$ cat config.mk
export PLATFORM = sky130hd
export DESIGN_NAME = stm_timer
export DESIGN_NICKNAME = d
export VERILOG_FILES = /design/src/stm_params_pkg.sv /design/src/stm_types_pkg.sv /design/src/stm_timer.sv
export SDC_FILE = /design/constraint.sdc
export NUM_CORES = 1
export LEC_CHECK = 0
export ABC_AREA = 1
export BUFFER_PORTS_ARGS = -buffer_cell sky130_fd_sc_hd__buf_4
export CELL_PAD_IN_SITES_DETAIL_PLACEMENT = 0
export CELL_PAD_IN_SITES_GLOBAL_PLACEMENT = 1
export CORE_ASPECT_RATIO = 2
export CORE_MARGIN = 8
export CORE_UTILIZATION = 41
export CTS_CLUSTER_SIZE = 24
export DETAILED_ROUTE_END_ITERATION = 10
export MAX_ROUTING_LAYER = met4
export PLACE_DENSITY_LB_ADDON = 0.25
export SETUP_SLACK_MARGIN = 0.15
export SLEW_MARGIN = 20
export SYNTH_ARGS = -nofsm -noshare
export SYNTH_HDL_FRONTEND = slang
export SYNTH_SLANG_ARGS = --single-unit
$ cat constraint.sdc
create_clock -name CLK -period 2.1 [get_ports CLK]
set_input_delay 0.21 -clock CLK [delete_from_list [all_inputs] [get_ports CLK]]
set_output_delay 0.21 -clock CLK [all_outputs]
set_load 0.005 [all_outputs]
$ cat src/stm_params_pkg.sv
package stm_params_pkg;

  // ************************************************************************
  // Sequencer sizes
  // ************************************************************************

  // Pattern segments, one playing while the other is loaded
  localparam int NUM_SEGMENT = 2;

  localparam int IDX_W = 4;

  // Pattern table length per segment
  localparam int MAX_CYCLE = 1 << IDX_W;

  // Prescaler width per segment
  localparam int DIV_W = 16;

  // ************************************************************************
  // Repeat control
  // ************************************************************************

  // Repeat count that never raises stop
  localparam logic [15:0] REP_INFINITE = 16'hffff;

endpackage

$ cat src/stm_types_pkg.sv
package stm_types_pkg;

  // ************************************************************************
  // Segment switch rules
  // ************************************************************************

  // Immediate switch, switch at index wrap, or switch on a GPIO rising edge
  typedef enum logic [1:0] {
    IMMEDIATE = 2'd0,
    SYNC_IDX  = 2'd1,
    GPIO_RISE = 2'd2
  } transition_mode_t;

  // ************************************************************************
  // Data fields
  // ************************************************************************

  // Pattern index within a segment table
  typedef logic [stm_params_pkg::IDX_W-1:0] idx_t;

  // Intensity or phase of one transducer
  typedef logic [7:0] drive_t;

endpackage

$ cat src/stm_timer.sv
`timescale 1ns/1ns

module stm_timer (
  input  logic                                 CLK,
  input  logic                                 rst_n,
  input  logic                                 update_settings,
  input  logic [stm_params_pkg::IDX_W:0]       cycle [stm_params_pkg::NUM_SEGMENT],
  input  logic [stm_params_pkg::DIV_W-1:0]     freq_div [stm_params_pkg::NUM_SEGMENT],
  output stm_types_pkg::idx_t                  idx_seg [stm_params_pkg::NUM_SEGMENT],
  output logic                                 wrap [stm_params_pkg::NUM_SEGMENT]
);

  logic                             running;
  logic [stm_params_pkg::DIV_W-1:0] presc [stm_params_pkg::NUM_SEGMENT];

  // Counters stay idle until the first settings update
  always_ff @(posedge CLK or negedge rst_n) begin
    if (!rst_n) begin
      running <= 1'b0;
    end else if (update_settings) begin
      running <= 1'b1;
    end
  end

  for (genvar s = 0; s < stm_params_pkg::NUM_SEGMENT; s++) begin : g_seg
    logic tick;
    logic last;

    // End of one freq_div period
    assign tick = running && (presc[s] == freq_div[s] - 1'b1);
    assign last = ({1'b0, idx_seg[s]} == cycle[s] - 1'b1);

    always_ff @(posedge CLK or negedge rst_n) begin
      if (!rst_n) begin
        presc[s]   <= '0;
        idx_seg[s] <= '0;
        wrap[s]    <= 1'b0;
      end else if (update_settings) begin
        presc[s]   <= '0;
        idx_seg[s] <= '0;
        wrap[s]    <= 1'b0;
      end else begin
        // wrap marks the cycle in which the index shows 0 again
        wrap[s] <= tick && last;
        if (tick) begin
          presc[s]   <= '0;
          idx_seg[s] <= last ? '0 : idx_seg[s] + 1'b1;
        end else if (running) begin
          presc[s] <= presc[s] + 1'b1;
        end
      end
    end

    a_freq_div_nonzero : assert property (
      @(posedge CLK) disable iff (!rst_n)
      update_settings |-> freq_div[s] != '0
    );
  end

endmodule

# Word-level counts from Yosys, hierarchy flattened
# Cells that the tools add are included.
# totals
register_bits	43
input_bits	45
out_inout_bits	10
word_cells	41
# op_classes
add_sub_neg	8
eq_ne	4
n_mux	14
n_reduce_logical	8
# op_table
op	n
$mux W16	6
$add A16 B1 Y16 const B	2
$eq A16 B16 Y1	2
$sub A16 B1 Y16 const B	2
$mux W4	6
$eq A4 B5 Y1	2
$sub A5 B1 Y5 const B	2
$add A4 B1 Y4 const B	2
$reduce_bool A3 Y1	2
$logic_and A1 B1 Y1	4
$reduce_bool A2 Y1	2
$mux W1	2

# Depth between registers and ports, before layout
# depth
depth_word	5
depth_mapped	15
ltp_nobuf	15

# Worst setup path before layout
# No wires, ideal clock.
# synth_timing
path_type	input-to-reg
from	input freq_div[16] in the netlist's numbering
to	register presc[19] in the netlist's numbering
setup_time_ns	0.124
t_arrival_ns	1.622
required_time_ns	1.976
path_slack_ns	0.353
path_stages	14
n_path_buf	1
cell_sequence	inv_1 > ha_1 > nand2_2 > nor2_4 > nand2_1 > nand2_1 > o21ai_1 > nor2_2 > inv_2 > nor2_4 > nand2_4 > nand2_4 > buf_12 > nor2_4
# synth_via
elab_chain_len	5
elab_cells_between_ends	6
cone_classes	1 x add/sub; 1 x eq/ne; 2 x mux; 2 x reduce/logical
# synth_rtl
element	line_no	text
start: declaration	stm_timer.sv:8	input logic [stm_params_pkg::DIV_W-1:0] freq_div [stm_params_pkg::NUM_SEGMENT],
$sub A16 B1 Y16 (*)	stm_timer.sv:30	assign tick = running && (presc[s] == freq_div[s] - 1'b1);
$eq A16 B16 Y1 (*)	stm_timer.sv:30	
$logic_and A1 B1 Y1 (*)	stm_timer.sv:30	
$mux W16	stm_timer.sv:45	if (tick) begin
$mux W16	stm_timer.sv:38	end else if (update_settings) begin
end signal: indexed assignment	stm_timer.sv:49	presc[s] <= presc[s] + 1'b1;
end: declaration	stm_timer.sv:14	logic [stm_params_pkg::DIV_W-1:0] presc [stm_params_pkg::NUM_SEGMENT];
# Mark *: on every way between the ends. The rest lies on a longest branch, timed or not.
# A chain may end at the register's enable or synchronous reset.

# Worst setup path after layout
# layout_timing
from	register presc[27] in the netlist's numbering
to	register presc[24] in the netlist's numbering
# layout_via
elab_chain_len	4
elab_cells_between_ends	5
cone_classes	1 x eq/ne; 2 x mux; 2 x reduce/logical
# layout_rtl
element	line_no
$eq A16 B16 Y1 (*)	stm_timer.sv:30
$logic_and A1 B1 Y1 (*)	stm_timer.sv:30
$mux W16	stm_timer.sv:45
$mux W16	stm_timer.sv:38
# Marked as above.

==> implementation parameters <==
Parameter                              Value

Power
  Leakage power figure ... 2.294 nW
  Overall Power ... 1.947 mW
  Max IR drop VDD ... 0.3110 mV
  Power density over the cells ... 413.0 mW/mm²

Flow run
  MaxCap Viol Count ... 0

Drt
  Pre-Repair DR Iteration Count ... 4
  DRC errors left ... 0
  Routed vias/inst ... 4.897
  Mean routed wirelength per cell ... 12.66 µm
  Number of vias in the routed layout ... 3795
  Antenna Nets Post-Route ... 0
  Post-Route WL ... 9.811 mm
  Initial DRC Count ... 194

Global route
  Via count of the first global-routing pass ... 3663
  Global-route wire length before repair ... 16.62 mm
  Overflow left after global routing ... 0
  Global routing usage summed across all routing layers ... 15.50%
  Pin count of the biggest net entering global routing ... 44
  Number of antenna violations at the first check in global routing ... 0

Final layout
  Non-filler instance count after layout ... 775
  Fill cell total of the finished layout ... 1045
  Relative area change from synthesis to final layout ... 18.45%
  Fraction of final layout cells with drive strength greater than 1 ... 16.74%
  Most common library cell in the layout ignoring fill and taps ... nand2_1
  Fin area ... 0.004715 mm²
  Antenna Cells ... 0
  Number of nets in the layout ... 723
  Most used cells in the layout excluding fill and tap cells ... 164 x nand2_1, 83 x nor2_1, 79 x inv_1

Clock tree
  Num CTS Buffers ... 5
  Post-CTS clock slew at the launch and capture registers of the worst setup and hold paths ... 0.06 ns
  Maximum count of clock buffers along a single path ... 2
  CTS root buffer ... clkbuf_16
  Sink Count ... 43
  Number of H-tree levels ... 2
  TritonCTS clock tree ... built
  Insertion delay of the later-clocked pin in the worst-skew pair ... 0.28 ns

Worst setup path
  Worst setup path startpoint ... presc[27]
  Worst setup EP type ... flop
  Start-to-end type of the worst setup path ... reg -> reg
  Crit start category ... flop
  Termination of the worst setup path ... presc[24]
  Critical Path AT ... 1.95 ns
  Logic depth of the worst register-to-register path ... 11
  Register-to-Register Setup Slack ... 0.31 ns
  Required time of the worst setup path ... 2.26 ns
  Origin of the critical flop-to-flop path ... presc[27]
  Worst Path Max Fanout ... 6
  R2r endpoint ... presc[24]

STA
  Number of pins with negative max-slew slack in the final report ... 0
  Total setup violations reported at the end of the flow ... 0
  Total Neg Setup Slack ... 0 ns
  Clock period minus final worst setup slack ... 1.791 ns
  Hold violation count in the final report ... 0
  Largest clock skew in the final design ... 0.003868 ns
  Highest Clock Rate ... 0.5585 GHz
  RSZ-0062 raised after global routing ... true
  Remaining max-slew budget at the tightest pin ... 62.35%
  Final worst path period share ... 85.26%
  Tightest Pin Transition ... 0.5648 ns
  Worst Hold Margin ... 0.2930 ns

Synth
  Netlist Area Pre-Place ... 0.003980 mm²
  Avg Cell Area, Syn ... 6.535 µm²
  FF+latch count, synth ... 43
  Nets in the synthesized netlist ... 662
  Post-synthesis cell count ... 609
  Total of warnings raised by yosys ... 0
  Share of synthesized area occupied by flip-flops and latches ... 27.04%
  Library cells used by synthesis ... 33

Die
  Area of the placeable core ... 0.009572 mm²
  Area of the die ... 0.01331 mm²
  Starting Density ... 41.58%
  Die outline width ... 85.67 µm
  Number of primary I/O pins ... 55
  Die outline height ... 155.3 µm
  Number of rows created at floorplan ... 51

Hold path
  Hold WC Path Type ... in -> reg

Place
  Cell total after placement ... 768
  Count of port buffers added during placement ... 54
  Last weighted congestion value of the routability-driven placer ... 0.8124
  Placed inst area ... 0.004558 mm²
  DP Wirelength ... 7.908 mm

Outcome
  Status ... finished, final reports clean
## synthesized netlist by cell type, drive strengths merged
cell type	n	area share [%]
o21bai	1	0.19
ha	8	2.5
mux2i	2	0.50
nand3	62	8.0
dfrtp	43	27
nand2	173	17
nand3b	4	0.75
xnor2	20	4.4
a21o	1	0.19
nor4	1	0.16
and2	4	0.63
xor2	37	8.1
nand4	16	2.5
or2	1	0.16
clkbuf	4	0.38
buf	5	1.1
clkinv	1	0.094
o22ai	2	0.31
nor3	25	3.1
o21ai	6	0.75
inv	81	7.6
nor2	111	14
a21oi	1	0.13
## registers in the layout, summed over array words and instances, names as in the netlist
| register | cells |
|---|---|
| idx_seg | 8 |
| running | 1 |
| wrap | 2 |
| presc | 32 |
## metrics by stage
stage,utilization (%),setup WS (ns)
4_1_cts,49.07,0.1748
3_3_place_gp,47.62,0.1016
3_5_place_dp,47.62,0.05835
5_1_grt,49.25,0.1388
2_1_floorplan,-,0.3532
6_report,49.25,0.3095
## worst max-delay path, stage by stage, from the launching register on
cell	delay [ns]
dfrtp_1	0.44
xor2_1	0.30
nand2_1	0.09
nand2_1	0.06
nand2_1	0.07
nor2_2	0.12
nand3_2	0.10
nor2_4	0.11
nand2_4	0.06
nand2_4	0.11
buf_12	0.16
nor2_4	0.03
## timing repair
| action | in CTS | in global routing |
|---|---|---|
| gates resized for setup | 0 | 7 |
| endpoints found under the hold margin | 43 | 0 |
| buffers inserted | 0 | 0 |
| hold buffers | 1 | 0 |
| setup endpoints to repair | 0 | 31 |
## cell families (layout without fill, tap and decap cells)
kind of cell / after synthesis / count (layout) / share of synthesized area [%]
simple gates: 397 / 397 / 46.65
fa+ha+maj: 8 / 8 / 2.515
mux: 2 / 2 / 0.5030
compound gates: 11 / 11 / 1.572
xor+xnor: 57 / 57 / 12.54
flops: 43 / 43 / 27.04
buf+inv: 91 / 151 / 9.179
## worst min-delay path by stage
stage               cells after the start         end  slack, ns             from
detailed placement                      1   presc[11]       0.24            rst_n
finish                                  2    presc[0]       0.29  update_settings
CTS                                     2    presc[0]       0.30  update_settings
global placement                        1   presc[12]       0.24            rst_n
global route                            2   presc[10]       0.30  update_settings
floorplan                               0  idx_seg[0]      -0.09            rst_n
## area by class of cell
| class | count | area, µm² | area share (%) |
|---|---|---|---|
| Clock buffer | 6 | 128.9 | 2.734 |
| Multi-Input combinational cell | 475 | 2554 | 54.17 |
| Sequential cell | 43 | 1079 | 22.88 |
| Inverter | 82 | 307.8 | 6.529 |
| Tap cell | 106 | 132.6 | 2.813 |
| Timing Repair Buffer | 63 | 513.0 | 10.88 |
## metal layers
metal | track usage [%] | vias to the layer above | part of all wire [%] | routed length [µm]
met3 | 1.690 | 13 | 1.8 | 174
met5 | - | - | 0 | 0
met4 | 3.367 | 0 | 1.3 | 130
li1 | - | 2022 | - | -
met1 | 19.13 | 1708 | 46 | 4560
met2 | 26.34 | 52 | 50 | 4945
## report_power, final
| group | internal, mW | switching [mW] | leakage [nW] |
|---|---|---|---|
| clock | 0.427 | 0.287 | 0.0628 |
| sequential | 0.839 | 0.0143 | 0.589 |
| combinational | 0.164 | 0.216 | 1.64 |
| total | 1.43 | 0.517 | 2.29 |
(Power assumes the default switching activity.)
