--- src/stm_params_pkg.sv ---
package stm_params_pkg;

  // ************************************************************************
  // Sequencer sizes
  // ************************************************************************

  // Pattern segments, one playing while the other is loaded
  localparam int NUM_SEGMENT = 2;

  localparam int IDX_W = 4;

  // Pattern table length per segment
  localparam int MAX_CYCLE = 1 << IDX_W;

  // Prescaler width per segment
  localparam int DIV_W = 16;

  // ************************************************************************
  // Repeat control
  // ************************************************************************

  // Repeat count that never raises stop
  localparam logic [15:0] REP_INFINITE = 16'hffff;

endpackage

--- src/stm_types_pkg.sv ---
package stm_types_pkg;

  // ************************************************************************
  // Segment switch rules
  // ************************************************************************

  // Immediate switch, switch at index wrap, or switch on a GPIO rising edge
  typedef enum logic [1:0] {
    IMMEDIATE = 2'd0,
    SYNC_IDX  = 2'd1,
    GPIO_RISE = 2'd2
  } transition_mode_t;

  // ************************************************************************
  // Data fields
  // ************************************************************************

  // Pattern index within a segment table
  typedef logic [stm_params_pkg::IDX_W-1:0] idx_t;

  // Intensity or phase of one transducer
  typedef logic [7:0] drive_t;

endpackage

--- src/stm_ctrl.sv ---
`timescale 1ns/1ns

module stm_ctrl #(
  parameter int DEPTH = 249
) (
  input  logic                  CLK,
  input  logic                  rst_n,
  input  logic                  update,
  input  logic                  segment,
  input  stm_types_pkg::idx_t   idx,
  input  logic                  stop,
  input  logic                  busy,
  output logic                  start,
  output logic                  rd_segment,
  output stm_types_pkg::idx_t   rd_idx,
  output logic                  overrun
);

  logic        idle;
  logic [31:0] busy_len;

  // start is high one cycle before busy rises
  assign idle = !busy && !start;

  always_ff @(posedge CLK or negedge rst_n) begin
    if (!rst_n) begin
      start      <= 1'b0;
      rd_segment <= 1'b0;
      rd_idx     <= '0;
      overrun    <= 1'b0;
    end else begin
      start <= update && idle;

      // Stopped playback keeps the last frozen pattern
      if (update && !stop) begin
        rd_segment <= segment;
        rd_idx     <= idx;
      end

      if (update && !idle) begin
        overrun <= 1'b1;
      end
    end
  end

  // ************************************************************************
  // Readout length tracking
  // ************************************************************************

  always_ff @(posedge CLK or negedge rst_n) begin
    if (!rst_n) begin
      busy_len <= 32'd0;
    end else if (start) begin
      busy_len <= 32'd0;
    end else if (busy) begin
      busy_len <= busy_len + 32'd1;
    end
  end

  a_no_start_while_busy : assert property (
    @(posedge CLK) disable iff (!rst_n)
    start |-> !busy
  );

  // One issue cycle plus one cycle per transducer at least
  a_full_stream : assert property (
    @(posedge CLK) disable iff (!rst_n)
    $fell(busy) |-> busy_len >= 32'(DEPTH + 1)
  );

endmodule

--- config.mk ---
export PLATFORM = sky130hd
export DESIGN_NAME = stm_ctrl
export DESIGN_NICKNAME = d
export VERILOG_FILES = /design/src/stm_params_pkg.sv /design/src/stm_types_pkg.sv /design/src/stm_ctrl.sv
export SDC_FILE = /design/constraint.sdc
export NUM_CORES = 1
export LEC_CHECK = 0
export BUFFER_PORTS_ARGS = -buffer_cell sky130_fd_sc_hd__buf_2
export CAP_MARGIN = 20
export CORE_AREA = 4 4 41 43
export DETAILED_ROUTE_END_ITERATION = 6
export DIE_AREA = 0 0 45 47
export GPL_TIMING_DRIVEN = 0
export SETUP_SLACK_MARGIN = 0.1
export SLEW_MARGIN = 20
export SYNTH_ARGS = -nofsm -noshare
export SYNTH_HDL_FRONTEND = slang
export SYNTH_SLANG_ARGS = --single-unit
--- constraint.sdc ---
create_clock -name CLK -period 1.6 [get_ports CLK]
set_input_delay 0.32 -clock CLK [delete_from_list [all_inputs] [get_ports CLK]]
set_output_delay 0.32 -clock CLK [all_outputs]
set_load 0.03 [all_outputs]
# Yosys cells after proc, flatten, opt, wreduce, memory -nomap -nowiden
# Index checks and enable logic that the tools add are counted.
# totals
register_bits,7
output_inout_bits,7
# op_classes
n_reduce_logical,8
# op_table
op,n
logical AND 1 bit,4
zero test 1 bit,4

# Longest topological paths before layout
# Gate-level depths: netlist of run 1.
# depth
word_depth,4
mapped_depth,2

# Worst setup path before layout of run 1
# Ideal clock, no wire load.
# synth_path
kind,input port to flip-flop
from,in update
to,reg rd_idx[0]
setup_ns,0.125
arrival_ns,0.820
required_time_ns,1.475
path_slack_ns,0.655
cell_stages,2
path_cell_list,nor2b_4 mux2_2
# synth_between
elab_chain_len,1
# synth_lines
element,line,rtl
"start, declared",stm_ctrl.sv:8,"input logic update,"
logical AND 1 bit,stm_ctrl.sv:35,if (update && !stop) begin
"end signal, assigned",stm_ctrl.sv:37,rd_idx <= idx;
"end, declared",stm_ctrl.sv:15,"output stm_types_pkg::idx_t rd_idx,"
# Every way passes these cells.
# A chain may end at the register's enable or synchronous reset.

# Final worst setup path of run 1
# layout_path
from,reg start
to,out start
# layout_rtl
element,line,rtl
"start, declared",stm_ctrl.sv:13,"output logic start,"
"start signal, assigned",stm_ctrl.sv:32,start <= update && idle;
# No word-level cell between the ends.

==> results of run 1 <==
[worst paths after layout]
kind	startpoint	endpoint	depth (start not counted)
max in group asynchronous	rst_n	rd_idx[2]	2
worst max-delay path	start	start	1
worst min-delay path	busy	start	2
worst max register to register	rd_idx[1]	rd_idx[1]	1
min in group asynchronous	rst_n	start	2
worst min register to register	start	start	1
[state kept, by name (all words and copies together) (netlist names)]
signal      flops
rd_idx          4
overrun         1
rd_segment      1
start           1
[power by group through the flow]
| stage | clock network [mW] | registers (mW) | logic [mW] |
|---|---|---|---|
| finish | 0.156 | 0.208 | 0.106 |
| global route | 0.184 | 0.212 | 0.114 |
| CTS | 0.167 | 0.209 | 0.108 |
| detailed placement | 0 | 0.211 | 0.106 |
| global placement | 0 | 0.210 | 0.104 |
| floorplan | 0 | 0.251 | 0.0236 |
[cell families after synthesis]
logic type / share of synthesized area [%]
and+or+nand+nor: 10.4
AOI/OAI and AO/OA: 1.89
DFF: 66.4
muxes: 21.3
[layout make-up]
| class | count | share of cell area [%] |
|---|---|---|
| well taps | 15 | 4.70 |
| multi-input cells | 9 | 22.3 |
| repair buffers | 17 | 22.6 |
| clock buffers | 4 | 6.58 |
| flip-flops and latches | 7 | 43.9 |
[placed cells by master (no fill, tap or decap)]
| master | netlist | routed |
|---|---|---|
| sky130_fd_sc_hd__buf_2 | 0 | 16 |
| sky130_fd_sc_hd__dfrtp_1 | 7 | 7 |
| sky130_fd_sc_hd__mux2_2 | 5 | 5 |
| sky130_fd_sc_hd__clkbuf_4 | 0 | 3 |
| sky130_fd_sc_hd__nor3b_1 | 1 | 1 |
| sky130_fd_sc_hd__nor2b_4 | 1 | 1 |
| sky130_fd_sc_hd__o21ai_0 | 1 | 1 |
| sky130_fd_sc_hd__nand2b_1 | 1 | 1 |
| sky130_fd_sc_hd__clkbuf_1 | 0 | 1 |
| sky130_fd_sc_hd__dlygate4sd3_1 | 0 | 1 |
[metrics by stage]
stage / std cells / instance area (sq um) / setup WS, ns
after global placement: 47 / 363 / 0.507
after floorplan: 16 / 264 / 0.655
final: 52 / 399 / 0.477
after CTS: 52 / 399 / 0.459
after global routing: 52 / 399 / 0.410
after detailed placement: 47 / 363 / 0.486
[layer usage]
| metal | wire [um] | GRT usage, % |
|---|---|---|
| met1 | 304 | 9.05 |
| met2 | 244 | 10.5 |
| met3 | 76 | 6.90 |
| met4 | 0 | 5.26 |
| met5 | 0 | 0 |
==> results.txt, run 1 <==
- Of the total power, the clock network draws 33.2%.
* Crit Path Class: register to output pin
- The number of global-route vias before repair was 247.
- Flop-to-flop setup slack: 0.84 ns
* Synth top cells by count: sky130_fd_sc_hd__dfrtp_1 (7), sky130_fd_sc_hd__mux2_2 (5)
- Dividing the synthesized area by the synthesized cell count gives 16.5 sq um.
- Sequential fraction of design power: 44.2%
- On the final layout, the worst hold slack is 0.238 ns.
- The multi-input combinational cells in the finished layout cover a total of 88.8 sq um.
- The sequential cells in the finished layout cover a total of 175 sq um.
- For this run, the share of the core covered by cells in the final layout is 30.7%.
- The root buffer cell chosen for the clock tree is sky130_fd_sc_hd__clkbuf_4.
* Placeable core region: 1300 sq um
- Entering global routing, the biggest net connects 8 pins.
- After technology mapping, the gate count stands at 16.
- Across the routed clock network, the largest skew measured is 0.00166 ns.
- Number of flops mapped to enable cells by yosys: 0
- Max Freq: 0.890 GHz
* Maximum count of clock buffers along a single path: 2
- Cell leakage power: 0.192 nW
- Kind of end point of the critical path: output pin
* Post-synthesis instance area: 264 sq um
- Clock tree from TritonCTS: built
- Post-cts hold buffer count: 1
* Resized cells post-CTS: 0
- TritonCTS created 3 clock buffers.
- Die span in x: 45 um
* Layout cells sized above 1: 67.6%
- Ys Warns: 0
- For the worst setup path, the data arrival time is 0.80 ns.
- After legalization and detailed placement, the total HPWL measured 504 um.
- STA classifies the critical path startpoint as a register.
* Residual DRC count: 0
- Post-synthesis sequential area ratio: 66.4%
- Internal cell power: 0.334 mW
* Residual overflow from global routing: 0
- The number of pins with negative max-slew slack in the final report is 0.
- Buffers plus inverters on the worst setup path: 1
* Net count, final: 48
- Total iterations of the first detailed-routing run: 1
- Relative to the synthesized area, the layout overhead comes to 51.2%.
- Summed over all layers, the routed wires come to 625 um.
* Aggregate global-route resource usage: 8.19%
- Series of cell instances along the critical path: buf_2
* Num ports: 17
- Final-report setup violation count: 0
- The top cell type by area accounts for 66.4% of the synthesized area.
- Result of the run: finished, final reports clean
* Main flop type after synthesis: sky130_fd_sc_hd__dfrtp_1
- The die is 47 um tall.
* Global-route wire length before repair: 1.12 mm
- Number of max-capacitance violations reported: 0
- Row count: 13
- Of all nets on the critical path, the largest fanout is 3.
- The count of final hold-check violations came to 0.
- VDD sags by at most 0.315 mV.
* H-tree lvl count: 1
- Number of filler cells placed in the layout: 148
- Total clock sinks: 7
* Net Switching: 0.137 mW
* Vias post-DR: 207
* Critical Path Max Stage Delay: 0.38 ns
- CTS clk-pin slew, worst paths: 0.05 ns
- The biggest area contributor in the post-synthesis netlist is sky130_fd_sc_hd__dfrtp_1.
- Headroom to the max-slew limit: 88.6%
* Clock period minus final worst setup slack: 1.12 ns
- The design draws 0.470 mW.
- Number of inserted diodes: 0
* Initial antenna violation count: 0
- Clock latency on the worst-skew pair, taken at its later pin, is 0.24 ns.
* Detailed-route wire length per cell: 12.0 um
* Post-synthesis net count: 26
* Largest cells by area after synthesis: sky130_fd_sc_hd__dfrtp_1 (66%), sky130_fd_sc_hd__mux2_2 (21%), sky130_fd_sc_hd__nor2b_4 (5.2%)
* Distinct cell type count after synthesis: 6
- Fraction of power spent switching nets: 29.1%
- The detail route stage leaves a number of antenna-violating nets equal to 0.
- Setup repair after global routing left no endpoint under its margin.
* # Post-CTS Setup Buffers: 0
- Delay-heaviest family, CP: flip-flops
* Number of violations reported at the end of detailed-routing iteration 0: 0
* Placer congestion estimate: 0.630
- FF+latch count, synth: 7
- Dividing the detail-routed via count by the number of cells gives 3.98.
- Most frequent cell after synthesis: sky130_fd_sc_hd__dfrtp_1
- The count of buffers added on input and output ports is 16.
* Final Cycle Share: 70.2%
* Share of power burned in combinational logic: 22.5%
- In this run the power density over the cells is 1180 nW/um^2.
- STA puts the critical path data required time at 1.28 ns.
- In this run the worst hold path is classified as primary input to register.
- The slowest stage of the critical path belongs to the cell sky130_fd_sc_hd__dfrtp_1.
- The floorplan step defined a die boundary enclosing 2120 sq um.
- Total negative slack for setup checks: 0 ns
- Initial core utilization: 20.3%
- For the pin with the worst max-slew slack, the measured transition is 0.172 ns.
- Of all flip-flops after synthesis, the portion carrying an async set or reset was 100%.
(Power assumes the default switching activity.)
==> inputs of run 2 (changes only) <==
- clock period: 1.6 -> 0.9 ns (I/O delays scaled with it)
==> results.txt, run 2 (synthesized netlist as in run 1, its figures left out) <==
- Number of max-capacitance violations reported: 0
* Critical path data required time: 0.72 ns
- In the final layout, the multi-input gates occupy 97.6 sq um.
- Number of inserted diodes: 0
- Sequential cells burn 41.9% of the power.
* Placed instance count: 47
* Total of buffers placed on input and output ports: 16
- The worst setup path is captured at an output pin.
- Across every metal layer, demand over resource in global routing totals 7.80%.
- Internal cell power: 0.650 mW
- Final core utilization: 36.2%
- Initial core utilization: 20.3%
- The clock passes through at most 2 buffers.
* Total clock sinks: 7
* TritonCTS Buffers: 3
- Counting both buffers and inverters, the worst setup path holds a total of 1.
- CTS built an H-tree with a depth of 1.
* Cell Count, Final, Fillers Out: 53
- Global-route wire length before repair: 1.08 mm
- Wires add up to 599 um.
- For this run, the detailed router's first-pass iteration total came to 1.
- Detailed placer's ending HPWL: 419 um
- Layout cells sized above 1: 89.5%
- Cell leakage power: 0.210 nW
- The library cell used most frequently in the layout, excluding fill and tap cells, is sky130_fd_sc_hd__buf_2.
- Setup repair after global routing could not meet its margin everywhere.
- At the later pin of the worst-skew pair, clock insertion delay measures 0.25 ns.
* Placeable core region: 1300 sq um
- Detailed-route wire length per cell: 11.3 um
- More flip-flops sit in one register than any other, and that register is rd_idx.
- Net count, final: 49
- The die is 47 um tall.
- For this run, the top clock speed supported by timing is 1.01 GHz.
- After layout, the minimum clock period comes to 0.991 ns.
- Net Switching: 0.267 mW
- Die Footprint: 2120 sq um
- Number of filler cells placed in the layout: 133
* Peak supply drop: 0.967 mV
- The routed layout has 210 vias.
- Area grow syn2layout: 78.2%
- Placer congestion estimate: 0.593
- Data arrives at the worst endpoint at 0.81 ns.
* Residual DRC count: 0
* Die span in x: 45 um
- Largest fanout on the critical path: 2
- P per Cell Area: 1950 nW/um^2
* Sequential cell area: 183 sq um
- Final-report setup violation count: 7
- CTS clk-pin slew, worst paths: 0.05 ns
* Max FFs per register: 4
* Cell at the root of the clock tree: sky130_fd_sc_hd__clkbuf_4
- The first routing iteration left 0 violations.
- Total negative slack for setup checks: -0.526 ns
* Slew at the pin with the worst max-slew slack: 0.164 ns
- The clock network accounts for 32.0% of the total power.
* Clock tree from TritonCTS: built
- Worst-case setup slack after placement: -0.0757 ns
* Final Cycle Share: 110%
* Number of routed nets with antenna violations: 0
- Net switching is 29.1% of the power.
- Num ports: 17
- The checks that failed: setup timing.
* Avg Vias per Cell: 3.96
* Crit Path Class: register to output pin
- Row generation in the floorplan step produced 13 rows.
- Headroom to the max-slew limit: 89.0%
- Slowest library cell on the worst path: sky130_fd_sc_hd__dfrtp_2
- Element type at the critical path start: register
- Critical Path Max Stage Delay: 0.42 ns
* Result of the run: finished, violations left
* Residual overflow from global routing: 0
- Class of the tightest hold or removal check: primary input to register
* Vias in the first global route: 281
* Initial antenna violation count: 0
- Entering global routing, the biggest net connects 8 pins.
- The number of pins with negative max-slew slack in the final report was 0.
- The count of final hold-check violations was 0.
- Final Worst Setup Slack: -0.0913 ns
- Series of cell instances along the critical path: buf_6
* Delay-heaviest family, CP: flip-flops
- Most used cells in the layout excluding fill and tap cells: sky130_fd_sc_hd__buf_2 (9), sky130_fd_sc_hd__buf_6 (8), sky130_fd_sc_hd__dfrtp_2 (6)
* Clock skew: 0.0000356 ns
* Share of power burned in combinational logic: 26.0%
[run 2: cell types whose count changed in the layout (fill, tap and decap cells not counted)]
| cell | delta |
|---|---|
| sky130_fd_sc_hd__dfrtp_1 | -6 |
| sky130_fd_sc_hd__buf_2 | -7 |
| sky130_fd_sc_hd__buf_6 | +8 |
| sky130_fd_sc_hd__nor3b_2 | +1 |
| sky130_fd_sc_hd__nor3b_1 | -1 |
| sky130_fd_sc_hd__o21ai_0 | -1 |
| sky130_fd_sc_hd__o21ai_2 | +1 |
| sky130_fd_sc_hd__dfrtp_2 | +6 |
[run 2: metal layers]
| metal | routed length [um] | share of wire [%] | vias up | global-route usage [%] |
|---|---|---|---|---|
| li1 | - | - | 99 | - |
| met1 | 231 | 39 | 92 | 7.89 |
| met2 | 263 | 44 | 17 | 12.1 |
| met3 | 93 | 16 | 2 | 5.75 |
| met4 | 11 | 1.8 | 0 | 3.51 |
| met5 | 0 | 0 | - | 0 |
[run 2: layout make-up]
| class | count | area share (%) |
|---|---|---|
| flip-flops and latches | 7 | 38.8 |
| multi-input cells | 9 | 20.7 |
| clock buffers | 4 | 5.59 |
| repair buffers | 18 | 30.9 |
| well taps | 15 | 3.99 |
[run 2: timing repair]
| item | CTS | global route |
|---|---|---|
| hold buffers | 1 | 0 |
| endpoints found under the hold margin | 7 | 0 |
| setup endpoints to repair | 7 | 11 |
| pin swaps | 0 | 1 |
| setup buffers | 1 | 0 |
| cloned | 0 | 0 |
| gates resized for setup | 16 | 1 |
[run 2: through the flow]
stage          power, mW  hold WS (ns)  instance area (sq um)
2_1_floorplan      0.496        -0.116                    272
3_3_place_gp       0.564        0.0259                    370
3_5_place_dp       0.565        0.0195                    370
4_1_cts            0.929         0.104                    467
5_1_grt            0.979         0.112                    470
6_report           0.916         0.110                    470
[run 2: worst register-to-register path: cells and delay by family, from the launching register on]
| kind | cells | cell delay (ns) |
|---|---|---|
| AOI/OAI and AO/OA | 1 | 0.11 |
| buffers and inverters | 1 | 0.12 |
| and+or+nand+nor | 1 | 0.06 |
| DFF | 1 | 0.42 |
[run 2: final timing paths]
check | cells after the start | endpoint | slack [ns] | start
max reg2reg | 3 | overrun | 0.07 | start
max | 1 | start | -0.09 | start
min reg2reg | 1 | overrun | 0.49 | overrun
max in group asynchronous | 2 | rd_idx[2] | 0.45 | rst_n
min | 2 | start | 0.11 | busy
min in group asynchronous | 2 | overrun | 0.28 | rst_n
[run 2: power by group through the flow]
stage / registers, mW / logic (mW) / clock network, mW
CTS: 0.384 / 0.241 / 0.304
detailed placement: 0.379 / 0.186 / 0
global route: 0.388 / 0.255 / 0.335
floorplan: 0.454 / 0.0422 / 0
global placement: 0.379 / 0.185 / 0
finish: 0.384 / 0.239 / 0.293
==> inputs of run 3 (changes only) <==
- CAP_MARGIN: 20 -> unset
- CTS_BUF_LIST: unset -> sky130_fd_sc_hd__clkbuf_2
==> results.txt, run 3 (synthesized netlist as in run 1, its figures left out) <==
- Residual DRC count: 0
- The multi-input combinational cells in the finished layout cover a total of 97.6 sq um.
- Final Cycle Share: 107%
* Area grow syn2layout: 74.4%
* Sequential cell area: 183 sq um
- Buffers plus inverters on the worst setup path: 1
- The floorplan step defined a die boundary enclosing 2120 sq um.
* Clock period minus final worst setup slack: 0.962 ns
- Arrival @ worst endpoint: 0.78 ns
* Peak supply drop: 0.951 mV
- The HPWL after detailed placement is 419 um.
* Initial antenna violation count: 0
- The detail route stage leaves a number of antenna-violating nets equal to 0.
- Slowest library cell on the worst path: sky130_fd_sc_hd__dfrtp_2
- In this run the clock root is driven by a sky130_fd_sc_hd__clkbuf_2.
* Element type at the critical path start: register
- Clock tree synthesis found a total of 7 sinks.
- For this run the aggregate overflow at the end of global routing stands at 0.
- Max FFs per register: 4
* Slew at the pin with the worst max-slew slack: 0.167 ns
- Global-route wire length before repair: 1.04 mm
* Avg Vias per Cell: 3.92
- The number of global-route vias before repair is 270.
* RSZ-0062 raised after global routing: true
* Kind of end point of the critical path: output pin
- Clock skew: 0.000102 ns
- For this run, the detailed router's first-pass iteration total came to 1.
- In the global route stage, overall resource usage came out at 7.34%.
- After the first detailed-routing iteration, the DRC count stood at 0.
- Vias post-DR: 208
- TritonCTS Buffers: 3
- Class of the tightest hold or removal check: primary input to register
- Final Hold Fails: 0
- Timing would allow up to 1.04 GHz.
- Cells with a size suffix above 1 make up 92.1% of the layout.
- Final Slew Violations: 0
- CTS clk-pin slew, worst paths: 0.07 ns
- Counting along the longest clock path gives a buffer depth of 2.
* Critical path data required time: 0.72 ns
* Number of filler cells placed in the layout: 131
* Detailed-route wire length per cell: 10.7 um
* Placer congestion estimate: 0.593
- H-tree lvl count: 1
* Final core utilization: 35.4%
- Leaving out fill and tap cells, the most frequent cells in the layout are sky130_fd_sc_hd__buf_2 (9), sky130_fd_sc_hd__buf_6 (7), sky130_fd_sc_hd__dfrtp_2 (6).
- From left edge to right edge, the die measures 45 um.
- For this configuration, the core starts out at a cell density of 20.3%.
* Die extent in y: 47 um
* Cell leakage power: 0.211 nW
- Violated checks: setup timing
- Placeable core region: 1300 sq um
* Final-report setup violation count: 7
* Row count: 13
- Final-layout worst hold slack: 0.133 ns
- TritonCTS built the clock tree.
* Largest fanout on the critical path: 2
* Num ports: 17
* Pin count of the biggest net entering global routing: 8
- Result of the run: finished, violations left
- The design draws 0.851 mW.
- rd_idx holds more flip-flops than any other register.
- Series of cell instances along the critical path: buf_6
- Final Worst Setup Slack: -0.0624 ns
* Most frequent standard cell in the layout excluding fill and tap cells: sky130_fd_sc_hd__buf_2
* Delay-heaviest family, CP: flip-flops
* P per Cell Area: 1850 nW/um^2
- The worst setup path is of the register to output pin kind.
* Total of buffers placed on input and output ports: 16
- Critical Path Max Stage Delay: 0.42 ns
- For this run, the post-layout net count is 49.
- Headroom to the max-slew limit: 88.9%
- Clock insertion delay at the later pin of the skew report: 0.23 ns
- The repair_antennas step left the layout with diodes totalling 0.
* Number of max-capacitance violations reported: 0
- The routed design has 567 um of wire.
==> run 3: final cells by class <==
type	instances	share of cell area (%)
well taps	15	4.08
clock buffers	4	4.35
multi-input cells	9	21.2
repair buffers	18	30.7
flip-flops and latches	7	39.7
==> run 3: path summary, 6_finish.rpt <==
check                            from         end  slack (ns)  cells after the start
hold reg to reg               overrun     overrun        0.49                      1
min in group asynchronous       rst_n     overrun        0.30                      2
max in group asynchronous       rst_n   rd_idx[3]        0.43                      2
hold / removal                   busy       start        0.13                      2
setup / recovery           rd_segment  rd_segment       -0.06                      1
setup reg to reg                start     overrun        0.06                      3
==> run 3: metrics by stage <==
step | cell area (sq um) | std cells | worst slack, ns | TNS (ns)
floorplan | 272 | 16 | 0.0543 | 0
global placement | 370 | 47 | -0.0636 | -0.313
detailed placement | 370 | 47 | -0.0757 | -0.358
CTS | 460 | 53 | -0.0806 | -0.476
global route | 460 | 53 | -0.112 | -0.726
finish | 460 | 53 | -0.0624 | -0.369
==> run 3: layer usage <==
metal / vias to the layer above / wire length [um] / track usage, %
met5: - / 0 / 0
met3: 2 / 91 / 4.60
li1: 99 / - / -
met4: 0 / 10 / 3.51
met1: 90 / 235 / 7.94
met2: 17 / 230 / 11.3
==> run 3: timing repair <==
action,4_1_cts,5_1_grt
gates resized for setup,16,0
pin swaps,0,1
hold buffers,1,0
hold endpoints to repair,7,0
setup endpoints to repair,7,11
buffers inserted,1,0
==> run 3: power breakdown <==
part,switching [mW],internal [mW],leakage [nW],total (mW)
Sequential,0.0262,0.357,0.0741,0.383
Combinational,0.116,0.121,0.120,0.237
Clock,0.113,0.118,0.0166,0.231
Total,0.255,0.596,0.211,0.851
==> run 3: worst reg2reg max path, stage by stage, from the launching register on <==
cell	delay, ns
sky130_fd_sc_hd__dfrtp_2	0.41
sky130_fd_sc_hd__buf_4	0.14
sky130_fd_sc_hd__o21ai_2	0.12
sky130_fd_sc_hd__nand2b_1	0.06
