## src/stm_params_pkg.sv

```systemverilog
package stm_params_pkg;

  // ************************************************************************
  // Sequencer sizes
  // ************************************************************************

  // Pattern segments, one playing while the other is loaded
  localparam int NUM_SEGMENT = 2;

  localparam int IDX_W = 4;

  // Pattern table length per segment
  localparam int MAX_CYCLE = 1 << IDX_W;

  // Prescaler width per segment
  localparam int DIV_W = 16;

  // ************************************************************************
  // Repeat control
  // ************************************************************************

  // Repeat count that never raises stop
  localparam logic [15:0] REP_INFINITE = 16'hffff;

endpackage

```

## src/stm_types_pkg.sv

```systemverilog
package stm_types_pkg;

  // ************************************************************************
  // Segment switch rules
  // ************************************************************************

  // Immediate switch, switch at index wrap, or switch on a GPIO rising edge
  typedef enum logic [1:0] {
    IMMEDIATE = 2'd0,
    SYNC_IDX  = 2'd1,
    GPIO_RISE = 2'd2
  } transition_mode_t;

  // ************************************************************************
  // Data fields
  // ************************************************************************

  // Pattern index within a segment table
  typedef logic [stm_params_pkg::IDX_W-1:0] idx_t;

  // Intensity or phase of one transducer
  typedef logic [7:0] drive_t;

endpackage

```

## src/stm_swapchain.sv

```systemverilog
`timescale 1ns/1ns

module stm_swapchain (
  input  logic                             CLK,
  input  logic                             rst_n,
  input  logic                             update_settings,
  input  logic                             req_segment,
  input  stm_types_pkg::transition_mode_t  transition_mode,
  input  logic [1:0]                       transition_value,
  input  logic [15:0]                      rep [stm_params_pkg::NUM_SEGMENT],
  input  logic                             gpio_in [4],
  input  stm_types_pkg::idx_t              idx_seg [stm_params_pkg::NUM_SEGMENT],
  input  logic                             wrap [stm_params_pkg::NUM_SEGMENT],
  output logic                             segment,
  output stm_types_pkg::idx_t              idx,
  output logic                             stop
);

  logic                            pending;
  logic                            req_seg;
  stm_types_pkg::transition_mode_t mode_q;
  logic [1:0]                      gpio_sel;
  logic                            gpio_d [4];
  logic                            gpio_rise;
  logic                            do_switch;
  logic                            next_seg;
  logic [15:0]                     loop_cnt;

  assign gpio_rise = gpio_in[gpio_sel] && !gpio_d[gpio_sel];

  // ************************************************************************
  // Switch decision
  // ************************************************************************

  always_comb begin
    do_switch = 1'b0;
    next_seg  = req_seg;
    if (update_settings) begin
      // A new request overrides any pending one
      do_switch = (transition_mode == stm_types_pkg::IMMEDIATE);
      next_seg  = req_segment;
    end else if (pending) begin
      case (mode_q)
        stm_types_pkg::SYNC_IDX:  do_switch = wrap[req_seg];
        stm_types_pkg::GPIO_RISE: do_switch = gpio_rise;
        default:                  do_switch = 1'b1;
      endcase
    end
  end

  // ************************************************************************
  // Request, segment and loop state
  // ************************************************************************

  always_ff @(posedge CLK or negedge rst_n) begin
    if (!rst_n) begin
      pending  <= 1'b0;
      req_seg  <= 1'b0;
      mode_q   <= stm_types_pkg::IMMEDIATE;
      gpio_sel <= 2'd0;
      segment  <= 1'b0;
      loop_cnt <= 16'd0;
      stop     <= 1'b0;
      for (int i = 0; i < 4; i++) begin
        gpio_d[i] <= 1'b0;
      end
    end else begin
      for (int i = 0; i < 4; i++) begin
        gpio_d[i] <= gpio_in[i];
      end

      if (update_settings) begin
        pending  <= (transition_mode != stm_types_pkg::IMMEDIATE);
        req_seg  <= req_segment;
        mode_q   <= transition_mode;
        gpio_sel <= transition_value;
      end else if (do_switch) begin
        pending <= 1'b0;
      end

      if (do_switch) begin
        segment  <= next_seg;
        loop_cnt <= 16'd0;
        stop     <= 1'b0;
      end else if (wrap[segment] && !stop) begin
        loop_cnt <= loop_cnt + 16'd1;
        if (rep[segment] != stm_params_pkg::REP_INFINITE &&
            loop_cnt + 16'd1 == rep[segment]) begin
          stop <= 1'b1;
        end
      end
    end
  end

  // Index of whichever segment is playing
  assign idx = idx_seg[segment];

endmodule

```

## config.mk

```make
export PLATFORM = sky130hd
export DESIGN_NAME = stm_swapchain
export DESIGN_NICKNAME = d
export VERILOG_FILES = /design/src/stm_params_pkg.sv /design/src/stm_types_pkg.sv /design/src/stm_swapchain.sv
export SDC_FILE = /design/constraint.sdc
export NUM_CORES = 1
export LEC_CHECK = 0
export BUFFER_PORTS_ARGS = -buffer_cell sky130_fd_sc_hd__buf_2
export CAP_MARGIN = 20
export CORE_UTILIZATION = 48
export CTS_CLUSTER_DIAMETER = 30
export DETAILED_ROUTE_END_ITERATION = 6
export PLACE_DENSITY = 0.85
export SYNTH_ARGS = -nofsm -noshare
export SYNTH_HDL_FRONTEND = slang
export SYNTH_SLANG_ARGS = --single-unit
```

## constraint.sdc

```tcl
create_clock -name CLK -period 2.2 [get_ports CLK]
set_input_delay 0.11 -clock CLK [delete_from_list [all_inputs] [get_ports CLK]]
set_output_delay 0.11 -clock CLK [all_outputs]
set_load 0.1 [all_outputs]
```

# Yosys cells after proc, flatten, opt, wreduce, memory -nomap -nowiden
# Index checks and enable logic that the tools add are counted.
# totals
output_inout_bits	6
regBits	28
word_cells	62
# classes
n_bitwise	3
addsub	1
n_reduce_logical	11
magnitude_cmp	3
eq_ne	4
n_mux	29
# op_table
cell	count
2-to-1 mux 16 bit	5
2-to-1 mux 1 bit	18
adder 16 x 1 -> 16 bit (second input constant)	1
equality test 16 bit	1
inequality test 16 bit (second input constant)	1
2-to-1 mux 4 bit	3
nonzero test 2 bit	4
binary-select mux 1 bit (select 2 bit)	2
>= comparator 2 bit (second input constant)	2
NOT 1 -> 2 bit	2
>= comparator 3 bit (second input constant)	1
logical AND 1 bit	3
NOT 2 -> 3 bit	1
equality test 2 x 1 -> 1 bit (second input constant)	1
equality test 2 bit (second input constant)	1
logical NOT 1 bit	2
logical NOT 2 bit	1
one-hot mux 1 bit (2 select lines)	1
AND reduction 2 bit	1

# Longest topological paths before layout
# Gate-level depths: netlist (run 1).
# depth
depth_word	11
depth_mapped	8

# Worst setup path after synthesis (run 1)
# Ideal clock, no wire load.
# synth_timing
kind	register to register
startpoint	register segment
endpoint	register stop
synth_period_minus_slack_ns	2.750
t_arrival_ns	2.658
path_stages_with_launch	8
slack_ns	-0.550
path_cell_list	dfrtp_1 buf_2 mux2i_1 xor2_1 xnor2_1 a311o_1 a2111o_1 o31ai_2
# synth_between
elab_chain_len	8
elab_cells_between_ends	14
cone_classes	eq/ne (2); mux (6); bitwise (1); reduce/logical (5)
# synth_rtl
element	line_no	rtl
start, declared	stm_swapchain.sv:14	output logic segment,
start signal, assigned	stm_swapchain.sv:82	segment <= next_seg;
NOT 1 -> 2 bit (not written as such) (*)	stm_swapchain.sv:85, stm_swapchain.sv:87, stm_swapchain.sv:88	
2-to-1 mux 16 bit (not written as such) (3 in series)	stm_swapchain.sv:87, stm_swapchain.sv:88	
inequality test 16 bit or equality test 16 bit (tied branches)	stm_swapchain.sv:87, stm_swapchain.sv:88	
logical AND 1 bit	stm_swapchain.sv:87	if (rep[segment] != stm_params_pkg::REP_INFINITE &&
nonzero test 2 bit (no source line)	--	
AND reduction 2 bit (no source line) (*)	--	
end signal, assigned	stm_swapchain.sv:63	stop <= 1'b0;
end signal, assigned	stm_swapchain.sv:84	stop <= 1'b0;
end signal, assigned	stm_swapchain.sv:89	stop <= 1'b1;
end, declared	stm_swapchain.sv:16	output logic stop
# Mark *: on every way between the ends. The rest lies on a longest branch, timed or not. The select of a mux whose other input is x is not followed.
# A chain may end at the register's enable or synchronous reset.

# Worst setup path after layout (run 1)
# layout_timing
startpoint	register loop_cnt[1]
endpoint	register stop
# layout_between
elab_chain_len	5
# layout_rtl
element	line_no	rtl
start, declared	stm_swapchain.sv:27	logic [15:0] loop_cnt;
start signal, assigned	stm_swapchain.sv:86	loop_cnt <= loop_cnt + 16'd1;
adder 16 x 1 -> 16 bit	stm_swapchain.sv:88	loop_cnt + 16'd1 == rep[segment]) begin
equality test 16 bit	stm_swapchain.sv:88	
logical AND 1 bit	stm_swapchain.sv:87	
nonzero test 2 bit (no source line)	--	
AND reduction 2 bit (no source line)	--	
# Every way passes these cells.

==> reports/metrics.yaml, run 1 <==
run_status:
  status: "complete, no violations"
place:
  hpwl_um: 4210
  dpl_worst_slack_ns: 0.0660
  dp_cells: 364
  port_buffers: 59
  gp_congestion: 0.903
clocking:
  cts-htree-levels: 1
  cts_num_sinks: 28
  clockBufferDepth: 2
  clk_latency_ns: 0.29
  clk_pin_slew_ns: 0.10
  root_buffer: "clkbuf_8"
  cts-buffers-inserted: 3
  cts_tree: "done"
logic_synthesis:
  yosysUniqueCellTypes: 48
  netlist_area_mm2: 0.00219
  synth_nets: 305
  ys_seq_area_share_pct: 32.0
  synth_edf_count: 0
  synth_area_leader_cell: "dfrtp_1"
  syn_area_per_cell_um2: 8.83
  synthTopCellsByArea: "dfrtp_1, xnor2_1, mux2i_1"
  synth_seq_cells: 28
  ys.flop_type: "dfrtp_1"
  yosysWarnings: 0
  synthArstFlopShare_pct: 100
  syn_inst: 248
  synth.top_cell.area_share_pct: 32.0
routing:
  wl_per_cell_um: 16.2
  avgViaCountPerCell: 5.90
  antenna_left: 0
  routed_wl_um: 6090
  route.met3.wl_um: 433
  routed.top_layer: "met4"
  drt-pass1-iter-count: 4
  met1_length_um: 2480
  met2_length_um: 2940
  vias: 2226
  remaining_drc_errors: 0
  drt_iter0_drc: 193
finish:
  final_common_cell: "buf_2"
  diodes: 0
  syn2layout_area_growth_pct: 29.1
  final_cell_mix: "buf_2, dfrtp_1, nor2_1, buf_4, xnor2_1"
  layout-drive-gt1-share_pct: 36.0
  num-nets-final: 383
  final_cells: 377
  final_core_util_pct: 64.5
  n_fill_cell: 340
grt:
  grt_pass1_vias: 2191
  antenna_found_initial: 0
  grt_pass1_wl_um: 9640
  grt_overflow: 0
  grt_usage_pct: 24.9
  grt_max_degree: 29
critical_path:
  required_ns: 2.40
  crit_arrival_ns: 2.35
  reg2reg_from: "loop_cnt[1]$_DFFE_PN0P_"
  cp-start-kind: "flip-flop"
  cp_slowest_cell: "or4_4"
  path_delay_family: "simple AND/OR/NAND/NOR gates"
  crit_chain: "nand4_1 > or3_4 > or4_4 > a41oi_2 > o22ai_1 > o31ai_2"
  end_kind: "flip-flop"
  crit_type: "reg -> reg"
  path_buf_inv: 0
  crit_start: "loop_cnt[1]$_DFFE_PN0P_"
  critPathMaxFanout: 6
  cpPeakStageDelay_ns: 0.49
sta:
  finalSetupTns_ns: 0
  max_freq_mhz: 465
  hold_viol_final: 0
  post-route-min-period_ns: 2.15
  finClkSkew_ns: 0.00763
  setup_slack_ns: 0.0485
  slew_headroom_pct: 57.5
  maxSlewViolCount: 0
  setup_viol: 0
  tightestPinTransition_ns: 0.638
  period_share_pct: 97.8
die:
  die_h_um: 69.6
  die_x_um: 69.6
  coreArea_mm2: 0.00438
  fp.dieArea_mm2: 0.00484
  start_util_pct: 50.0
  io_pins: 60
  num_rows: 24
power_and_ir_drop:
  p_per_area_mw_per_mm2: 765
  vdd_drop_max_mv: 0.396
  p_leak_nw: 1.23
worst_hold_path:
  hold_path.class: "in -> reg"
  hp-start: "transition_mode[0]"
job:
  cap_violations: 0
[synthesized netlist by cell type (2+ instances only)]
| master | n |
|---|---|
| dfrtp_1 | 28 |
| nand4_1 | 12 |
| o22ai_1 | 5 |
| xnor2_1 | 22 |
| mux2_2 | 11 |
| xor2_1 | 11 |
| nor2b_1 | 11 |
| ha_1 | 3 |
| mux2i_1 | 14 |
| nor3_1 | 7 |
| buf_2 | 7 |
| o21ai_0 | 6 |
| nand3_1 | 11 |
| nand2_1 | 19 |
| clkbuf_1 | 7 |
| nand3b_1 | 2 |
| inv_1 | 7 |
| and2_1 | 2 |
| nor2_1 | 24 |
| a21oi_1 | 4 |
| and3_1 | 5 |
| a31oi_1 | 4 |
[per-stage QoR]
step                total power [W]  hold WS (ns)  cell area [µm²]
floorplan                   0.00137        -0.186             2200
global placement            0.00159         0.155             2640
detailed placement          0.00162         0.167             2640
CTS                         0.00206        0.0372             2770
global route                0.00226        0.0521             2830
finish                      0.00216        0.0342             2830
[logic make-up (layout without fill, tap and decap cells)]
group	Yosys count	count (layout)	synth area share (%)
xor gates and xnor gates	33	33	13.2
adders and majority gates	3	3	1.71
buffers and inverters	21	98	4.00
muxes	26	26	13.1
AOI/OAI and AO/OA	30	30	9.77
and+or+nand+nor	107	107	26.3
DFF	28	28	32.0
[cell type report]
| type | instances | area (µm²) | share of cell area [%] |
|---|---|---|---|
| Tap cell | 52 | 65.1 | 2.30 |
| Multi-Input combinational cell | 199 | 1440 | 51.0 |
| Clock buffer | 3 | 41.3 | 1.46 |
| Inverter | 7 | 26.3 | 0.929 |
| Timing Repair Buffer | 87 | 518 | 18.3 |
| Sequential cell | 28 | 707 | 25.0 |
| Clock inverter | 1 | 30.0 | 1.06 |
[final timing paths]
path | endpoint | slack (ns) | cells past startpoint
setup / recovery | stop$_DFFE_PN0P_ | 0.05 | 6
hold / removal | mode_q[0]$_DFFE_PN0P_ | 0.03 | 3
setup reg to reg | stop$_DFFE_PN0P_ | 0.05 | 6
hold reg to reg | pending$_DFFE_PN0P_ | 0.51 | 2
max in group asynchronous | segment$_DFFE_PN0N_ | 1.36 | 2
min in group asynchronous | loop_cnt[5]$_DFFE_PN0P_ | 0.38 | 2
[flip-flops by register name, indices dropped and copies added, names as in the netlist]
signal	flops
gpio_d	4
gpio_sel	2
loop_cnt	16
mode_q	2
pending	1
req_seg	1
segment	1
stop	1
[worst min-delay path, stage by stage]
cell and delay, ns:
buf_2 0.08, nand2_1 0.04, o21ai_0 0.06
[metal layers]
| metal | global-route usage, % | vias up |
|---|---|---|
| met5 | 0 | - |
| met4 | 12.9 | 0 |
| met3 | 3.78 | 24 |
| met2 | 42.0 | 125 |
| met1 | 30.6 | 1040 |
| li1 | - | 1037 |
[report_power, final]
| group | internal, W | leakage (nW) | switching (W) |
|---|---|---|---|
| clock network | 0.000244 | 0.0357 | 0.000173 |
| logic | 0.000476 | 0.832 | 0.000639 |
| registers | 0.000568 | 0.360 | 0.0000652 |
| total | 0.00129 | 1.23 | 0.000877 |
[timing repair]
| item | 4_1_cts | 5_1_grt |
|---|---|---|
| buffers inserted | 1 | 3 |
| endpoints found under the setup margin | 1 | 1 |
| endpoints found under the hold margin | 32 | 0 |
| resized for setup | 0 | 9 |
| hold buffers | 5 | 0 |
| pin swaps | 0 | 3 |
No activity file was read; power rests on OpenSTA's default activity.
==> run 2, diff against run 1 <==
CORE_UTILIZATION = 45   (was 48)
PLACE_DENSITY = 0.81   (was 0.85)
==> reports/metrics.yaml, run 2 (synthesized netlist as in run 1, its figures left out) <==
grt:
  grt_overflow: 0  # unchanged
  grt_usage_pct: 22.5  # was 24.9%
  grt_max_degree: 29  # unchanged
  grt_pass1_wl_um: 9220  # was 9640 µm
  grt_pass1_vias: 2062  # was 2191
  antenna_found_initial: 0  # unchanged
die:
  die_x_um: 71.8  # was 69.6 µm
  io_pins: 60  # unchanged
  start_util_pct: 46.7  # was 50.0%
  coreArea_mm2: 0.00469  # was 0.00438 mm²
  fp.dieArea_mm2: 0.00515  # was 0.00484 mm²
  num_rows: 25  # was 24
  die_h_um: 71.8  # was 69.6 µm
routing:
  avgViaCountPerCell: 5.54  # was 5.90
  remaining_drc_errors: 0  # unchanged
  vias: 2120  # was 2226
  drt_iter0_drc: 166  # was 193
  wl_per_cell_um: 14.6  # was 16.2 µm
  drt-pass1-iter-count: 4  # unchanged
  routed_wl_um: 5600  # was 6090 µm
  antenna_left: 0  # unchanged
clocking:
  cts-htree-levels: 1  # unchanged
  cts_num_sinks: 28  # unchanged
  cts-buffers-inserted: 3  # unchanged
  postCtsResizedCells: 0  # unchanged
  cts_tree: "done"  # unchanged
  clk_pin_slew_ns: 0.10  # about the same
  clockBufferDepth: 2  # unchanged
  root_buffer: "clkbuf_8"  # unchanged
  clk_latency_ns: 0.28  # was 0.29 ns
place:
  gp_congestion: 0.900  # was 0.903
  hpwl_um: 4320  # was 4210 µm
  port_buffers: 59  # unchanged
sta:
  maxSlewViolCount: 0  # unchanged
  max_freq_mhz: 469  # was 465 MHz
  tightestPinTransition_ns: 0.661  # was 0.638 ns
  post-route-min-period_ns: 2.13  # was 2.15 ns
  finalSetupTns_ns: 0  # unchanged
  finClkSkew_ns: 0.00338  # was 0.00763 ns
  rsz0062_at_grt: "false"
  hold_viol_final: 0  # unchanged
  period_share_pct: 96.9  # was 97.8%
  slew_headroom_pct: 56.0  # was 57.5%
  setup_viol: 0  # unchanged
power_and_ir_drop:
  p_leak_nw: 1.25  # was 1.23 nW
  p_per_area_mw_per_mm2: 730  # was 765 mW/mm²
  p_sw_share_pct: 39.6  # was 40.5%
  p_int_w: 0.00124  # was 0.00129 W
  clock_power_share_pct: 19.8  # was 19.3%
  pwr-share-seq_pct: 30.9  # was 29.2%
  p_comb_share_pct: 49.3  # was 51.5%
  vdd_drop_max_mv: 0.431  # was 0.396 mV
  power.switching_w: 0.000815  # was 0.000877 W
finish:
  syn2layout_area_growth_pct: 28.7  # was 29.1%
  regMostFlops: "loop_cnt"  # unchanged
  multi_input_area_mm2: 0.00140  # was 0.00144 mm²
  final_common_cell: "buf_2"  # unchanged
  num-nets-final: 387  # was 383
  layout-drive-gt1-share_pct: 34.3  # was 36.0%
  final_core_util_pct: 60.1  # was 64.5%
  seq_area_um2: 704  # was 707 µm²
  largest_reg_flops: 16  # unchanged
  reg_top3: "loop_cnt x16, gpio_d x4"  # unchanged
  diodes: 0  # unchanged
  n_fill_cell: 404  # was 340
  final_cell_mix: "buf_2, dfrtp_1, buf_4, nor2_1, xnor2_1"  # was buf_2, dfrtp_1, nor2_1, buf_4, xnor2_1
critical_path:
  critPathMaxFanout: 7  # was 6
  required_ns: 2.40  # about the same
  crit_arrival_ns: 2.33  # was 2.35 ns
  crit_type: "reg -> reg"  # unchanged
  end_kind: "flip-flop"  # unchanged
  reg2reg_from: "loop_cnt[1]$_DFFE_PN0P_"  # unchanged
  crit_start: "loop_cnt[1]$_DFFE_PN0P_"  # unchanged
  cp-start-kind: "flip-flop"  # unchanged
worst_hold_path:
  hold_path.class: "in -> reg"  # unchanged
  hp-start: "transition_mode[0]"  # unchanged
run_status:
  status: "complete, no violations"  # unchanged
job:
  cap_violations: 0  # unchanged
-- run 2: cell count changes in the layout (fill, tap and decap cells not counted), sizes merged --
cell	before	now
buf	82	86
-- run 2: layout make-up --
| type | count | area share [%] |
|---|---|---|
| clock buffers | 3 | 1.46 |
| clock inverters | 1 | 1.06 |
| inverters | 7 | 0.932 |
| multi-input cells | 199 | 49.7 |
| flip-flops and latches | 28 | 25.0 |
| well taps | 54 | 2.40 |
| repair buffers | 91 | 19.4 |
-- run 2: worst paths after layout --
path / end / slack (ns) / depth (start not counted)
worst min register to register: pending$_DFFE_PN0P_ / 0.50 / 2
min in group asynchronous: loop_cnt[14]$_DFFE_PN0P_ / 0.43 / 2
worst max register to register: stop$_DFFE_PN0P_ / 0.07 / 8
worst min-delay path: mode_q[0]$_DFFE_PN0P_ / 0.06 / 3
max in group asynchronous: segment$_DFFE_PN0N_ / 1.28 / 2
worst max-delay path: stop$_DFFE_PN0P_ / 0.07 / 8
-- run 2: critical path: stages, from the launching register on --
cell and delay, ns:
dfrtp_1 0.44, ha_1 0.22, buf_4 0.16, xnor2_1 0.21, xnor2_1 0.14, nand3_1 0.09, a311o_1 0.28, a2111o_1 0.30
o31ai_2 0.20
-- run 2: per-stage QoR --
step	power, W	instances	hold WS [ns]	worst slack [ns]	cell area [µm²]
floorplan	0.00137	248	-0.186	0.00802	2200
finish	0.00206	383	0.0559	0.0688	2820
CTS	0.00204	381	0.0528	0.0767	2810
global placement	0.00160	372	0.170	0.130	2680
detailed placement	0.00162	372	0.181	0.0957	2680
global route	0.00217	383	0.0611	0.00215	2820
-- run 2: layer usage --
metal / routed length (µm) / global-route usage [%] / vias up
met1: 2520 / 29.2 / 990
met5: 0 / 0 / -
met3: 297 / 1.41 / 8
met2: 2700 / 39.8 / 85
met4: 82 / 7.84 / 0
li1: - / - / 1037
-- run 2: power groups by stage --
stage	clock (W)	sequential, W	combinational, W
floorplan	0	0.000653	0.000719
global placement	0	0.000659	0.000937
detailed placement	0	0.000666	0.000956
CTS	0.000419	0.000654	0.000967
global route	0.000433	0.000645	0.00109
finish	0.000406	0.000636	0.00102
-- run 2: repair_timing --
item,CTS,global route
hold buffers,5,0
setup endpoints to repair,0,1
endpoints found under the hold margin,32,0
setup buffers,0,2
==> run 3, diff against run 2 <==
REMOVE_ABC_BUFFERS = 1   (was unset)
==> reports/metrics.yaml, run 3 (synthesized netlist as in run 1, its figures left out) <==
clocking:
  clockBufferDepth: 2  # unchanged
  root_buffer: "clkbuf_8"  # unchanged
  clk_pin_slew_ns: 0.10  # about the same
  cts-htree-levels: 1  # unchanged
  cts_tree: "done"  # unchanged
  cts_num_sinks: 28  # unchanged
  clk_latency_ns: 0.28  # about the same
  cts-buffers-inserted: 3  # unchanged
critical_path:
  cp-start-kind: "flip-flop"  # unchanged
  required_ns: 2.40  # about the same
  critPathMaxFanout: 6  # was 7
  crit_type: "reg -> reg"  # unchanged
  end_kind: "flip-flop"  # unchanged
  crit_arrival_ns: 2.29  # was 2.33 ns
finish:
  final_common_cell: "buf_2"  # unchanged
  final_core_util_pct: 62.0  # was 60.1%
  final_cell_mix: "buf_2, dfrtp_1, nor2_1, xnor2_1, buf_4"  # was buf_2, dfrtp_1, buf_4, nor2_1, xnor2_1
  diodes: 0  # unchanged
  largest_reg_flops: 16  # unchanged
  layout-drive-gt1-share_pct: 35.8  # was 34.3%
  final_cells: 381  # was 383
  reg_top3: "loop_cnt x16, gpio_d x4"  # unchanged
  num-nets-final: 385  # was 387
  syn2layout_area_growth_pct: 32.7  # was 28.7%
  n_fill_cell: 373  # was 404
  regMostFlops: "loop_cnt"  # unchanged
grt:
  grt_pass1_vias: 2105  # was 2062
  antenna_found_initial: 0  # unchanged
  grt_pass1_wl_um: 9320  # was 9220 µm
  grt_max_degree: 29  # unchanged
  grt_overflow: 0  # unchanged
  grt_usage_pct: 22.5  # about the same
power_and_ir_drop:
  p_leak_nw: 1.26  # was 1.25 nW
  power.switching_w: 0.000860  # was 0.000815 W
  clock_power_share_pct: 18.8  # was 19.8%
  p_int_w: 0.00135  # was 0.00124 W
  p_comb_share_pct: 53.2  # was 49.3%
  vdd_drop_max_mv: 0.347  # was 0.431 mV
  p_per_area_mw_per_mm2: 760  # was 730 mW/mm²
  p_total_w: 0.00221  # was 0.00206 W
  pwr-share-seq_pct: 28.0  # was 30.9%
  p_sw_share_pct: 38.9  # was 39.6%
sta:
  period_share_pct: 95.0  # was 96.9%
  tightestPinTransition_ns: 0.630  # was 0.661 ns
  setup_slack_ns: 0.110  # was 0.0688 ns
  finClkSkew_ns: 0.00463  # was 0.00338 ns
  setup_viol: 0  # unchanged
  slew_headroom_pct: 58.0  # was 56.0%
  max_freq_mhz: 478  # was 469 MHz
  maxSlewViolCount: 0  # unchanged
  post-route-min-period_ns: 2.09  # was 2.13 ns
  hold_viol_final: 0  # unchanged
die:
  coreArea_mm2: 0.00469  # unchanged
  die_x_um: 71.8  # unchanged
  die_h_um: 71.8  # unchanged
  io_pins: 60  # unchanged
  fp.dieArea_mm2: 0.00515  # unchanged
  num_rows: 25  # unchanged
  start_util_pct: 46.7  # unchanged
routing:
  drt-pass1-iter-count: 4  # unchanged
  avgViaCountPerCell: 5.69  # was 5.54
  antenna_left: 0  # unchanged
  drt_iter0_drc: 238  # was 166
  vias: 2166  # was 2120
  routed_wl_um: 5830  # was 5600 µm
  wl_per_cell_um: 15.3  # was 14.6 µm
  remaining_drc_errors: 0  # unchanged
place:
  hpwl_um: 4350  # was 4320 µm
  dp_cells: 368  # was 372
  gp_congestion: 0.877  # was 0.900
  dpl_worst_slack_ns: -0.0419  # was 0.0957 ns
  port_buffers: 59  # unchanged
job:
  cap_violations: 0  # unchanged
run_status:
  status: "complete, no violations"  # unchanged
worst_hold_path:
  hold_path.class: "in -> reg"  # unchanged
run 3: cell types whose count changed in the layout (fill, tap and decap cells not counted), moves of 2 or more:
cell,before,now
buf_12,0,5
buf_4,27,22
buf_2,59,56
dfrtp_2,0,2
mux2i_1,14,12
run 3: final timing paths:
check / endpoint / depth (start not counted) / slack [ns] / startpoint
max in group asynchronous: segment$_DFFE_PN0N_ / 2 / 1.37 / rst_n
min reg2reg: pending$_DFFE_PN0P_ / 2 / 0.50 / pending$_DFFE_PN0P_
max reg2reg: stop$_DFFE_PN0P_ / 6 / 0.11 / loop_cnt[1]$_DFFE_PN0P_
max: stop$_DFFE_PN0P_ / 6 / 0.11 / loop_cnt[1]$_DFFE_PN0P_
min: mode_q[0]$_DFFE_PN0P_ / 3 / 0.05 / transition_mode[0]
min in group asynchronous: loop_cnt[12]$_DFFE_PN0P_ / 2 / 0.38 / rst_n
run 3: critical path, stage by stage, from the launching register on:
cell and delay (ns):
dfrtp_2 0.43, nand4_1 0.17, or3_4 0.39, or4_4 0.49, a41oi_2 0.17, o22ai_1 0.12, o31ai_2 0.24
run 3: final cells by class:
class / count / area, µm² / area share (%)
Clock buffer: 3 / 41.3 / 1.42
Clock inverter: 1 / 30.0 / 1.03
Inverter: 7 / 26.3 / 0.904
Multi-Input combinational cell: 199 / 1430 / 49.3
Sequential cell: 28 / 703 / 24.2
Tap cell: 54 / 67.6 / 2.32
Timing Repair Buffer: 89 / 607 / 20.9
run 3: through the flow:
step | area (µm²) | setup TNS, ns | hold slack, ns
final | 2910 | 0 | 0.0466
after detailed placement | 2700 | -0.0419 | 0.171
after floorplan | 2130 | -13.03 | -0.186
after global placement | 2700 | -0.00589 | 0.161
after global routing | 2910 | -0.00132 | 0.0623
after CTS | 2820 | 0 | 0.0503
run 3: what timing repair did:
action	4_1_cts	5_1_grt
setup endpoints to repair	1	1
hold endpoints to repair	32	0
pin swaps	0	5
resized for setup	1	11
hold buffers	5	0
buffers inserted	0	4
run 3: power groups by stage:
stage	Clock [W]	Sequential [W]	Combinational [W]
final	0.000415	0.000619	0.00118
after global routing	0.000434	0.000628	0.00125
after CTS	0.000419	0.000617	0.00105
after detailed placement	0	0.000627	0.00104
after global placement	0	0.000621	0.00102
after floorplan	0	0.000724	0.000603
run 3: metal layers:
layer / vias to the layer above / GRT usage, % / part of all wire (%) / routed length (µm)
li1: 1040 / - / - / -
met1: 1017 / 28.4 / 43 / 2500
met2: 99 / 39.3 / 48 / 2820
met3: 10 / 2.39 / 6.6 / 386
met4: 0 / 9.15 / 2.0 / 117
met5: - / 0 / 0 / 0
